File: config.mk
export PLATFORM = sky130hd
export DESIGN_NAME = dcache_top
export DESIGN_NICKNAME = d
export VERILOG_FILES = /design/src/hdl/dcache_pkg.sv /design/src/hdl/dcache_array.sv /design/src/hdl/dcache_lookup.sv /design/src/hdl/dcache_ctrl.sv /design/src/hdl/dcache_top.sv
export VERILOG_INCLUDE_DIRS = /design/src /design/src/hdl
export SDC_FILE = /design/constraint.sdc
export NUM_CORES = 2
export LEC_CHECK = 0
export BUFFER_PORTS_ARGS = -buffer_cell sky130_fd_sc_hd__buf_2
export CORE_ASPECT_RATIO = 1.1
export CORE_MARGIN = 2
export CORE_UTILIZATION = 57
export DETAILED_ROUTE_END_ITERATION = 12
export MAX_ROUTING_LAYER = met4
export PLACE_DENSITY = 0.73
export SYNTH_ARGS = -nofsm -noshare
export SYNTH_HDL_FRONTEND = slang
export SYNTH_SLANG_ARGS = --single-unit
File: constraint.sdc
create_clock -name CLK -period 7.6 [get_ports CLK]
set_input_delay 2.28 -clock CLK [delete_from_list [all_inputs] [get_ports CLK]]
set_output_delay 2.28 -clock CLK [all_outputs]
set_load 0.02 [all_outputs]
File: src/hdl/dcache_defines.svh
`ifndef DCACHE_DEFINES_SVH
`define DCACHE_DEFINES_SVH

// cache geometry, two ways are fixed so no way count here
`define DC_SETS 8   // sets per way
`define DC_IDX_W 3  // set index width

// datapath widths
`define DC_WORD_W 32  // data word and byte address
`define DC_TAG_W 26   // block tag

// byte address layout
//   [31:6] tag
//   [5:3]  set index
//   [2]    word within the block
//   [1:0]  byte, always zero for word accesses
`define DC_IDX_LSB 3
`define DC_TAG_LSB 6
`define DC_OFF_BIT 2

`endif

File: src/hdl/dcache_pkg.sv
`include "dcache_defines.svh"

package dcache_pkg;

  typedef logic [`DC_WORD_W-1:0] word_t;  // data word or byte address
  typedef logic [`DC_TAG_W-1:0] tag_t;    // block tag
  typedef logic [`DC_IDX_W-1:0] idx_t;    // set index

  // controller states
  // fetch and writeback move one word per state,
  // the flush walks way0 w0, way0 w1, way1 w0, way1 w1 per set
  typedef enum logic [3:0] {
    IDLE,
    FETCH1,   // fill word 0
    FETCH2,   // fill word 1, line turns valid
    WB1,      // victim word 0 out
    WB2,      // victim word 1 out
    FLUSH1,
    FLUSH2,
    FLUSH3,
    FLUSH4,
    FLUSHED   // arrays cleared, parked until reset
  } ctrl_state_t;

endpackage

File: src/hdl/dcache_array.sv
`timescale 1ns/1ps
`include "dcache_defines.svh"

module dcache_array (
  input  logic              CLK,
  input  logic              nRST,
  // read port for the lookup
  input  dcache_pkg::idx_t  rd_idx,
  output dcache_pkg::tag_t  way0_tag,
  output dcache_pkg::tag_t  way1_tag,
  output logic              way0_valid,
  output logic              way1_valid,
  output logic              way0_dirty,
  output logic              way1_dirty,
  output dcache_pkg::word_t way0_word0,
  output dcache_pkg::word_t way0_word1,
  output dcache_pkg::word_t way1_word0,
  output dcache_pkg::word_t way1_word1,
  // read port for the flush walk
  input  dcache_pkg::idx_t  fl_idx,
  output dcache_pkg::tag_t  fl_tag0,
  output dcache_pkg::tag_t  fl_tag1,
  output logic              fl_dirty0,
  output logic              fl_dirty1,
  output dcache_pkg::word_t fl_word0_0,  // way0 word0
  output dcache_pkg::word_t fl_word0_1,  // way0 word1
  output dcache_pkg::word_t fl_word1_0,  // way1 word0
  output dcache_pkg::word_t fl_word1_1,  // way1 word1
  // single write port, driven by the controller
  input  logic              wen,
  input  logic              wway,
  input  logic              wword,
  input  logic              wvalid,
  input  logic              wdirty,
  input  logic              clear,
  input  dcache_pkg::idx_t  widx,
  input  dcache_pkg::tag_t  wtag,
  input  dcache_pkg::word_t wdata
);

  dcache_pkg::tag_t  tag_q   [2][`DC_SETS];     // [way][set]
  logic              valid_q [2][`DC_SETS];
  logic              dirty_q [2][`DC_SETS];
  dcache_pkg::word_t data_q  [2][`DC_SETS][2];  // [way][set][word]

  // lookup side, combinational
  assign way0_tag   = tag_q[0][rd_idx];
  assign way1_tag   = tag_q[1][rd_idx];
  assign way0_valid = valid_q[0][rd_idx];
  assign way1_valid = valid_q[1][rd_idx];
  assign way0_dirty = dirty_q[0][rd_idx];
  assign way1_dirty = dirty_q[1][rd_idx];
  assign way0_word0 = data_q[0][rd_idx][0];
  assign way0_word1 = data_q[0][rd_idx][1];
  assign way1_word0 = data_q[1][rd_idx][0];
  assign way1_word1 = data_q[1][rd_idx][1];

  // flush side, valid not needed since only valid lines get dirty
  assign fl_tag0    = tag_q[0][fl_idx];
  assign fl_tag1    = tag_q[1][fl_idx];
  assign fl_dirty0  = dirty_q[0][fl_idx];
  assign fl_dirty1  = dirty_q[1][fl_idx];
  assign fl_word0_0 = data_q[0][fl_idx][0];
  assign fl_word0_1 = data_q[0][fl_idx][1];
  assign fl_word1_0 = data_q[1][fl_idx][0];
  assign fl_word1_1 = data_q[1][fl_idx][1];

  always_ff @(posedge CLK, negedge nRST) begin
    if (!nRST) begin
      for (int w = 0; w < 2; w++) begin
        for (int s = 0; s < `DC_SETS; s++) begin
          tag_q[w][s]     <= '0;
          valid_q[w][s]   <= 1'b0;
          dirty_q[w][s]   <= 1'b0;
          data_q[w][s][0] <= '0;
          data_q[w][s][1] <= '0;
        end
      end
    end else if (clear) begin  // end of flush, wipe every row
      for (int w = 0; w < 2; w++) begin
        for (int s = 0; s < `DC_SETS; s++) begin
          tag_q[w][s]     <= '0;
          valid_q[w][s]   <= 1'b0;
          dirty_q[w][s]   <= 1'b0;
          data_q[w][s][0] <= '0;
          data_q[w][s][1] <= '0;
        end
      end
    end else if (wen) begin
      // row state goes with every write, only one word changes
      tag_q[wway][widx]          <= wtag;
      valid_q[wway][widx]        <= wvalid;
      dirty_q[wway][widx]        <= wdirty;
      data_q[wway][widx][wword]  <= wdata;
    end
  end

endmodule

File: src/hdl/dcache_lookup.sv
`timescale 1ns/1ps
`include "dcache_defines.svh"

module dcache_lookup (
  input  logic              CLK,
  input  logic              nRST,
  // processor request
  input  logic              dmemREN,
  input  logic              dmemWEN,
  input  dcache_pkg::word_t dmemaddr,
  // both ways of the addressed set
  input  dcache_pkg::tag_t  way0_tag,
  input  dcache_pkg::tag_t  way1_tag,
  input  logic              way0_valid,
  input  logic              way1_valid,
  input  logic              way0_dirty,
  input  logic              way1_dirty,
  input  dcache_pkg::word_t way0_word0,
  input  dcache_pkg::word_t way0_word1,
  input  dcache_pkg::word_t way1_word0,
  input  dcache_pkg::word_t way1_word1,
  output dcache_pkg::idx_t  rd_idx,
  input  logic              lru_touch,   // controller allows an lru update
  // hit side
  output logic              hit,
  output logic              hit_way,
  output dcache_pkg::word_t dmemload,
  // miss side
  output logic              victim_way,
  output logic              victim_dirty,
  output dcache_pkg::tag_t  victim_tag,
  output dcache_pkg::word_t victim_word0,
  output dcache_pkg::word_t victim_word1
);

  dcache_pkg::tag_t  req_tag;
  logic              req_off;    // word select in the block
  logic              req_act;    // read or write pending
  logic              hit0, hit1;
  logic [`DC_SETS-1:0] lru_q;    // 1 bit per set, names the way to replace next

  // address split
  assign rd_idx  = dmemaddr[`DC_TAG_LSB-1:`DC_IDX_LSB];
  assign req_tag = dmemaddr[`DC_WORD_W-1:`DC_TAG_LSB];
  assign req_off = dmemaddr[`DC_OFF_BIT];
  assign req_act = dmemREN | dmemWEN;

  // tag compare per way
  assign hit0    = req_act && way0_valid && (way0_tag == req_tag);
  assign hit1    = req_act && way1_valid && (way1_tag == req_tag);
  assign hit     = hit0 | hit1;
  assign hit_way = hit1;  // both can't match, fills only go to one way

  // load mux, zero when nothing matched
  always_comb begin
    dmemload = '0;
    if (hit0) begin
      dmemload = req_off ? way0_word1 : way0_word0;
    end else if (hit1) begin
      dmemload = req_off ? way1_word1 : way1_word0;
    end
  end

  // lru bit flips to the way that was not hit
  always_ff @(posedge CLK, negedge nRST) begin
    if (!nRST) begin
      lru_q <= '0;
    end else if (lru_touch && hit) begin
      lru_q[rd_idx] <= ~hit_way;
    end
  end

  // victim choice
  // an empty way is filled first, else the lru way goes
  always_comb begin
    if (!way0_valid) begin
      victim_way = 1'b0;
    end else if (!way1_valid) begin
      victim_way = 1'b1;
    end else begin
      victim_way = lru_q[rd_idx];
    end
  end

  // victim row, dirty only counts on a valid line
  assign victim_dirty = victim_way ? (way1_valid & way1_dirty) : (way0_valid & way0_dirty);
  assign victim_tag   = victim_way ? way1_tag : way0_tag;
  assign victim_word0 = victim_way ? way1_word0 : way0_word0;
  assign victim_word1 = victim_way ? way1_word1 : way0_word1;

endmodule

File: src/hdl/dcache_ctrl.sv
`timescale 1ns/1ps
`include "dcache_defines.svh"

module dcache_ctrl (
  input  logic              CLK,
  input  logic              nRST,
  // processor side
  input  logic              halt,
  input  logic              dmemREN,
  input  logic              dmemWEN,
  input  dcache_pkg::word_t dmemaddr,
  input  dcache_pkg::word_t dmemstore,
  // from the lookup
  input  logic              hit,
  input  logic              hit_way,
  input  logic              victim_way,
  input  logic              victim_dirty,
  input  dcache_pkg::tag_t  victim_tag,
  input  dcache_pkg::word_t victim_word0,
  input  dcache_pkg::word_t victim_word1,
  // flush row from the array
  input  dcache_pkg::tag_t  fl_tag0,
  input  dcache_pkg::tag_t  fl_tag1,
  input  logic              fl_dirty0,
  input  logic              fl_dirty1,
  input  dcache_pkg::word_t fl_word0_0,
  input  dcache_pkg::word_t fl_word0_1,
  input  dcache_pkg::word_t fl_word1_0,
  input  dcache_pkg::word_t fl_word1_1,
  output dcache_pkg::idx_t  fl_idx,
  output logic              lru_touch,
  // array write port
  output logic              wen,
  output logic              wway,
  output logic              wword,
  output logic              wvalid,
  output logic              wdirty,
  output logic              clear,
  output dcache_pkg::idx_t  widx,
  output dcache_pkg::tag_t  wtag,
  output dcache_pkg::word_t wdata,
  // memory side
  output logic              dREN,
  output logic              dWEN,
  output dcache_pkg::word_t daddr,
  output dcache_pkg::word_t dstore,
  input  dcache_pkg::word_t dload,
  input  logic              dwait,
  output logic              flushed
);

  dcache_pkg::ctrl_state_t state, next_state;
  dcache_pkg::tag_t        req_tag;
  dcache_pkg::idx_t        req_idx;
  logic                    req_off;
  logic                    fl_step;  // move the flush walk to the next set

  // byte address of one word of a block
  function automatic dcache_pkg::word_t blk_addr(input dcache_pkg::tag_t tag,
                                                 input dcache_pkg::idx_t idx,
                                                 input logic wsel);
    return {tag, idx, wsel, {`DC_OFF_BIT{1'b0}}};
  endfunction

  assign req_tag   = dmemaddr[`DC_WORD_W-1:`DC_TAG_LSB];
  assign req_idx   = dmemaddr[`DC_TAG_LSB-1:`DC_IDX_LSB];
  assign req_off   = dmemaddr[`DC_OFF_BIT];
  assign lru_touch = (state == dcache_pkg::IDLE);  // no lru moves mid-miss

  always_comb begin
    next_state = state;
    fl_step    = 1'b0;
    dREN       = 1'b0;
    dWEN       = 1'b0;
    daddr      = '0;
    dstore     = '0;
    wen        = 1'b0;
    wway       = victim_way;  // fills land in the victim
    wword      = 1'b0;
    wvalid     = 1'b0;
    wdirty     = 1'b0;
    widx       = req_idx;
    wtag       = req_tag;
    wdata      = dload;
    clear      = 1'b0;
    flushed    = 1'b0;
    case (state)
      dcache_pkg::IDLE: begin
        if (halt) begin
          next_state = dcache_pkg::FLUSH1;
        end else if (hit) begin
          if (dmemWEN) begin  // write hit, line goes dirty
            wen    = 1'b1;
            wway   = hit_way;
            wword  = req_off;
            wvalid = 1'b1;
            wdirty = 1'b1;
            wdata  = dmemstore;
          end
        end else if (dmemREN || dmemWEN) begin
          next_state = victim_dirty ? dcache_pkg::WB1 : dcache_pkg::FETCH1;
        end
      end
      dcache_pkg::WB1: begin
        dWEN   = 1'b1;
        daddr  = blk_addr(victim_tag, req_idx, 1'b0);
        dstore = victim_word0;
        if (!dwait) next_state = dcache_pkg::WB2;
      end
      dcache_pkg::WB2: begin
        dWEN   = 1'b1;
        daddr  = blk_addr(victim_tag, req_idx, 1'b1);
        dstore = victim_word1;
        if (!dwait) next_state = dcache_pkg::FETCH1;
      end
      dcache_pkg::FETCH1: begin
        dREN  = 1'b1;
        daddr = blk_addr(req_tag, req_idx, 1'b0);
        wen   = ~dwait;  // new tag goes in, line stays invalid
        if (!dwait) next_state = dcache_pkg::FETCH2;
      end
      dcache_pkg::FETCH2: begin
        dREN   = 1'b1;
        daddr  = blk_addr(req_tag, req_idx, 1'b1);
        wen    = ~dwait;
        wword  = 1'b1;
        wvalid = 1'b1;  // hit shows up next cycle in IDLE
        if (!dwait) next_state = dcache_pkg::IDLE;
      end
      dcache_pkg::FLUSH1: begin  // way0 word0
        dWEN   = fl_dirty0;
        daddr  = blk_addr(fl_tag0, fl_idx, 1'b0);
        dstore = fl_word0_0;
        if (!dwait || !fl_dirty0) next_state = dcache_pkg::FLUSH2;
      end
      dcache_pkg::FLUSH2: begin  // way0 word1
        dWEN   = fl_dirty0;
        daddr  = blk_addr(fl_tag0, fl_idx, 1'b1);
        dstore = fl_word0_1;
        if (!dwait || !fl_dirty0) next_state = dcache_pkg::FLUSH3;
      end
      dcache_pkg::FLUSH3: begin  // way1 word0
        dWEN   = fl_dirty1;
        daddr  = blk_addr(fl_tag1, fl_idx, 1'b0);
        dstore = fl_word1_0;
        if (!dwait || !fl_dirty1) next_state = dcache_pkg::FLUSH4;
      end
      dcache_pkg::FLUSH4: begin  // way1 word1, then next set
        dWEN   = fl_dirty1;
        daddr  = blk_addr(fl_tag1, fl_idx, 1'b1);
        dstore = fl_word1_1;
        if (!dwait || !fl_dirty1) begin
          fl_step = 1'b1;
          if (fl_idx == dcache_pkg::idx_t'(`DC_SETS - 1)) begin
            next_state = dcache_pkg::FLUSHED;
          end else begin
            next_state = dcache_pkg::FLUSH1;
          end
        end
      end
      dcache_pkg::FLUSHED: begin
        clear   = 1'b1;
        flushed = 1'b1;  // parked here until reset
      end
      default: next_state = dcache_pkg::IDLE;
    endcase
  end

  always_ff @(posedge CLK, negedge nRST) begin
    if (!nRST) begin
      state  <= dcache_pkg::IDLE;
      fl_idx <= '0;
    end else begin
      state <= next_state;
      if (fl_step) fl_idx <= fl_idx + 1'b1;  // wraps back to 0 after the last set
    end
  end

endmodule

File: src/hdl/dcache_top.sv
`timescale 1ns/1ps

module dcache_top (
  input  logic              CLK,
  input  logic              nRST,
  // processor data port
  input  logic              halt,
  input  logic              dmemREN,
  input  logic              dmemWEN,
  input  dcache_pkg::word_t dmemaddr,
  input  dcache_pkg::word_t dmemstore,
  output logic              dhit,
  output logic              flushed,
  output dcache_pkg::word_t dmemload,
  // memory port
  output logic              dREN,
  output logic              dWEN,
  output dcache_pkg::word_t daddr,
  output dcache_pkg::word_t dstore,
  input  dcache_pkg::word_t dload,
  input  logic              dwait
);

  // array read port to lookup
  dcache_pkg::idx_t  rd_idx;
  dcache_pkg::tag_t  way0_tag, way1_tag;
  logic              way0_valid, way1_valid, way0_dirty, way1_dirty;
  dcache_pkg::word_t way0_word0, way0_word1, way1_word0, way1_word1;
  // lookup to controller
  logic              hit_way, victim_way, victim_dirty, lru_touch;
  dcache_pkg::tag_t  victim_tag;
  dcache_pkg::word_t victim_word0, victim_word1;
  // flush port
  dcache_pkg::idx_t  fl_idx;
  dcache_pkg::tag_t  fl_tag0, fl_tag1;
  logic              fl_dirty0, fl_dirty1;
  dcache_pkg::word_t fl_word0_0, fl_word0_1, fl_word1_0, fl_word1_1;
  // write port
  logic              wen, wway, wword, wvalid, wdirty, clear;
  dcache_pkg::idx_t  widx;
  dcache_pkg::tag_t  wtag;
  dcache_pkg::word_t wdata;

  dcache_array u_array (.*);  // tag, state and data storage

  dcache_lookup u_lookup (  // hit goes straight out as dhit
    .hit (dhit),
    .*
  );

  dcache_ctrl u_ctrl (  // miss, writeback and flush sequencing
    .hit (dhit),
    .*
  );

endmodule

== Word level (Yosys, flattened, before mapping) ==
Cells that the tools add are included.
Operators by class
  reductions and logical operators: 22
  equality and inequality tests: 22
  magnitude comparators: 9
  bitwise operators: 11
  muxes and demuxes: 122
  $add $sub $neg: 1
Operators by type and width (count)
  $mux W1024: 2
  $bwmux W1024: 1
  $mux W416: 2
  $bmux W64 S3: 4
  $mux W64: 9
  $demux W512 S1: 1
  $mux W512: 1
  $bwmux W416: 1
  $mux W32: 11
  $bmux W26 S3: 4
  $mux W26: 10
  $pmux W32 S8: 1
  $demux W208 S1: 1
  $mux W208: 1
  $demux W64 S3: 1
  $pmux W32 S6: 1
  $demux W26 S3: 1
  $mux W16: 4
  $eq A26 B26 Y1: 2
  $mux W4: 12
  $pmux W4 S10: 1
  $mux W1: 33
  $bwmux W16: 2
  $demux W32 S1: 1
  36 further kinds: 80
Word-level totals
  logic and storage cells: 270
  output and inout port bits: 100
  bits in registers: 1487
  bits of input ports: 102

== Logic depth before layout (Yosys ltp) ==
  depth in word-level cells: 22
  depth in mapped cells: 20
  gate-level depth less buffers: 11

== Cells and area by module ==
From an unflattened synthesis, not the netlist that was laid out.
Unflattened totals
  cell total of the unflattened synthesis: 7091
  area, all modules: 92188.4 µm²
Modules (own cells, without submodules)
  dcache_array: cells an instance 6322, area each 85704.7 µm², instances 1, seq. area each 36835.3 µm²
  dcache_lookup: cells an instance 391, area each 3545.9 µm², instances 1, seq. area each 200.2 µm²
  dcache_ctrl: cells an instance 378, area each 2937.8 µm², instances 1, seq. area each 175.2 µm²

== Worst setup path after synthesis ==
No wires, ideal clock.
  path type: input -> output
  from: input dmemaddr[3]
  to: output dmemload[20]
  data required time: 5.320 ns
  cell stages on the path: 17
  arrival time: 5.822 ns
  path buffers: 11
  setup slack: -0.502 ns
  cell sequence: buf_6 buf_4 buf_6 buf_4 buf_6 buf_4 buf_4 buf_2 buf_1 clkbuf_1 buf_1 mux2i_1 o21ai_0 nand2_1 o221ai_1 mux2i_1 o21ai_0
Between the ends
  word-level cells in the longest chain between the ends: 8
  elaborated cells between the ends (all ways): 29
  classes of those cells: 2 x eq/ne; 22 x mux; 1 x bitwise; 4 x reduce/logical
Ends and longest elaborated chain
  start: declaration: RTL line dcache_top.sv:10  | input dcache_pkg::word_t dmemaddr,
  $not A3 Y4 (implied by the code) (*)
  $bmux W26 S3 / $bmux W1 S3 (equally long branches): RTL line dcache_array.sv:48, dcache_array.sv:50
  $mux W26 (implied by the code) / $mux W1 (equally long branches) (2 in a row): RTL line dcache_array.sv:48, dcache_array.sv:50
  $eq A26 B26 Y1 / $logic_and A1 B1 Y1 (equally long branches): RTL line dcache_lookup.sv:50  | assign hit1 = req_act && way1_valid && (way1_tag == req_tag);
  $logic_and A1 B1 Y1: RTL line dcache_lookup.sv:50
  $mux W32: RTL line dcache_lookup.sv:59  | end else if (hit1) begin
  $mux W32 (*): RTL line dcache_lookup.sv:57  | if (hit0) begin
  end: declaration: RTL line dcache_top.sv:14  | output dcache_pkg::word_t dmemload,
Every way passes the cells marked *; elsewhere a longest branch is shown, timed or not. The select of a mux whose other input is x is not followed.

== Worst setup path in the final report ==
  from: input dmemaddr[3]
  to: output dmemload[25]
Same word-level chain as after synthesis.

==> impl_metrics.tcl <==
set metrics [dict create \
    port_buffers 197 \
    cp_max_fo 16 \
    final_area_sq_mm 0.09378 \
    setup_viol_count_final 84 \
    synth-seq-cells 1487 \
    worstPathRequired_ns 5.32 \
    clock_sinks 1487 \
    grt_setup_unrepaired "true" \
    grt_usage 0.4750 \
    failed_checks "negative setup slack" \
    fin_crit_sh 1.047 \
    drive_above_1_share 0.2443 \
    drc 0 \
    post-place-ws_ns -0.5873 \
    final_nets 7370 \
    syn_area_sq_mm 0.08041 \
    clock_skew_ns 0.06376 \
    hold_class "register to register" \
    fin_cells 9236 \
    ir_drop_mv 0.3986 \
    syn2layout_area_growth_pct 16.63 \
    cts_buffers 159 \
    vias 71810 \
    dp_cells 8907 \
    final_util 0.6699 \
    chipWidth_um 362.1 \
    via_per_inst 7.775 \
    mostFrequentLayoutCells "dfrtp_1 (1484), o2bb2ai_1 (899), nand2_1 (675), mux2i_1 (626), buf_4 (445)" \
    avgRoutedWirePerCell_um 36.03 \
    yosys_warnings 0 \
    grt_pass1_vias 71440 \
    fin_ws_ns -0.3559 \
    synth.avg_cell_area_sq_um 11.29 \
    ios 202 \
    initial_core_util 0.5744 \
    cp.arrival_ns 5.68 \
    place_congestion 1.016 \
    synth_cell_types 69 \
    tightest_slew_ns 1.274 \
    reg2reg_to "u_array.tag_q[284]" \
    reg2reg_depth 17 \
    synth_ff_type "dfrtp_1" \
    synth-edff-count 0 \
    slowest_stage "or4_4" \
    root_buffer "clkbuf_16" \
    synth_area_leader_cell "dfrtp_1" \
    maxCapViolations 0 \
    hold_viol 0 \
    ctsLongestPathBuffers 3 \
    status "finished, violations left" \
    drt_pass1_iterations 6 \
    syn_inst 7124 \
    cts_tree "done" \
    final_common_cell "dfrtp_1" \
    total_leakage_power_nw 41.11 \
    reg2reg_from "u_array.tag_q[230]" \
    crit_path_frequent_cell "buf_16" \
    drv_slew 0 \
    timing.slew.headroom 0.1474 \
    clkTransAtPathRegs_ns 0.06 \
    setup_tns_ns -14.07 \
    grt_max_degree 168 \
    max_stage_delay_ns 0.62 \
    seq_area_frac_synth 0.4628 \
    start_kind "input pin" \
    grt_pass1_wl_um 484600 \
    powerDensity_mw_per_mm2 347.6 \
    drtAntennaViolNets 0 \
    h-tree-depth 4 \
    gr-total-overflow 0 \
    dieArea_sq_mm 0.1441 \
    place_area_sq_mm 0.08704 \
    clk_latency_ns 0.86 \
    antenna_found_initial 24 \
    ys_top_cells_by_area "dfrtp_1 (46%), mux4_2 (12%), o2bb2ai_1 (9.8%), mux2i_1 (7.9%), nand2_1 (3.2%)" \
    max_freq_mhz 125.7 \
    worst_setup_path_startpoint "dmemaddr[3]" \
    worstHoldPathCells 2 \
    hpwl_um 201100 \
    num_rows 144 \
    reg2reg_slack_ns 2.38 \
    yosysTopAreaCellShare 0.4628 \
    cp_cell_sequence "buf_16 -> buf_12 -> buf_16 -> mux2_2 -> o22ai_2 -> or3_1 -> o2111ai_1 -> or4_4 -> or4_4 -> buf_12 -> buf_16 -> buf_8 -> o21ai_4 -> buf_6" \
    whs_endpoint "u_array.valid_q[5]" \
    drtIter0Drc 11510 \
    crit_type "input pin to primary output" \
    core_sq_mm 0.1400 \
    hold_buffers 0 \
    crit_path_end_kind "primary output" \
    layout_min_cycle_time_ns 7.956 \
    min_from "u_array.valid_q[5]" \
    async_flop_share 1.000 \
    wirelength_um 332800 \
    fp.dieH_um 397.9 \
]
-- final cells by class --
type,count,area [sq um]
antenna,19,47.55
timing repair buffer,789,7746
fill,10310,46210
multi-input combinational,4786,40940
inverter,43,177.7
tap,1825,2283
clock buffer,220,4521
sequential,1487,37220
clock inverter,67,847.1
-- metal layers --
metal	global-route usage	vias to the layer above	wire length [um]
li1	-	27680	-
met1	0.5556	35780	109600
met2	0.6432	6461	139600
met3	0.1728	1883	47200
met4	0.4156	0	36350
met5	-	-	0
-- flip-flops by register name, indices dropped and copies added (netlist names) --
register	count
u_array.dirty_q	16
u_ctrl.state	4
u_array.valid_q	16
u_ctrl.fl_idx	3
u_array.data_q	1024
u_lookup.lru_q	8
u_array.tag_q	416
-- worst max-delay path by stage --
stage	cells after the start	slack (ns)	end
global route	14	-0.36	dmemload[25]
detailed placement	13	-0.59	dmemload[12]
finish	14	-0.36	dmemload[25]
global placement	13	-0.53	dmemload[25]
CTS	13	-0.31	dmemload[10]
floorplan	11	-0.1	dmemload[0]
-- synth_stat cells, types with 13 or more instances --
cell type / count
a22oi_1: 172
buf_1: 106
a221o_1: 24
o22ai_1: 314
nand3b_1: 23
o2bb2ai_1: 899
nand2_1: 696
buf_2: 203
clkbuf_1: 473
xor2_1: 22
inv_1: 40
mux2i_1: 634
a221oi_1: 86
o21ai_0: 141
buf_6: 14
nand3_1: 100
mux2_2: 93
o221ai_1: 22
nand4_1: 30
o22a_1: 16
a21oi_1: 362
xnor2_1: 20
a22o_1: 22
buf_4: 13
o211ai_1: 55
dfrtp_1: 1487
o21ai_1: 13
a211oi_1: 19
nor2_1: 386
or4_1: 22
mux4_2: 424
or3_1: 15
nor3_1: 15
and3_1: 38
-- critical path: cells and delay by family --
kind / cells / cell delay [ns]
simple gates: 3 / 1.36
buf+inv: 7 / 1.06
compound gates: 3 / 0.57
mux: 1 / 0.37
-- where the power goes --
part | total [mW] | internal [mW] | switching (mW)
registers | 12.5 | 10.4 | 2.17
logic | 12.0 | 5.35 | 6.60
clock network | 8.10 | 4.60 | 3.50
-- what timing repair did --
action                     CTS  global route
setup buffers               11             6
setup endpoints to repair   91            91
cloned                      11             1
gates resized for setup    151            78
pin swaps                   11            24
hold endpoints to repair     0             0
-- metrics by stage --
stage                     hold slack (ns)  total power, mW
after floorplan                    0.4589            19.33
after global placement             0.4701            23.40
after detailed placement           0.4857            23.82
after CTS                          0.4991            32.00
after global routing               0.5123            33.64
final                              0.4957            32.60
-- cells by family (layout without fill, tap and decap cells) --
kind of cell,count (synthesis),in the layout,share of synthesized area
AO/OA/AOI/OAI,2192,2192,0.2014
XOR/XNOR,42,42,0.004575
adder cells (fa/ha/maj),2,2,0.0003112
buffers and inverters,852,1119,0.04484
flip-flops,1487,1487,0.4628
multiplexers,1151,1151,0.2107
other,1,21,0.00004664
AND/OR/NAND/NOR,1397,1397,0.07541
No activity file was read; power rests on OpenSTA's default activity.
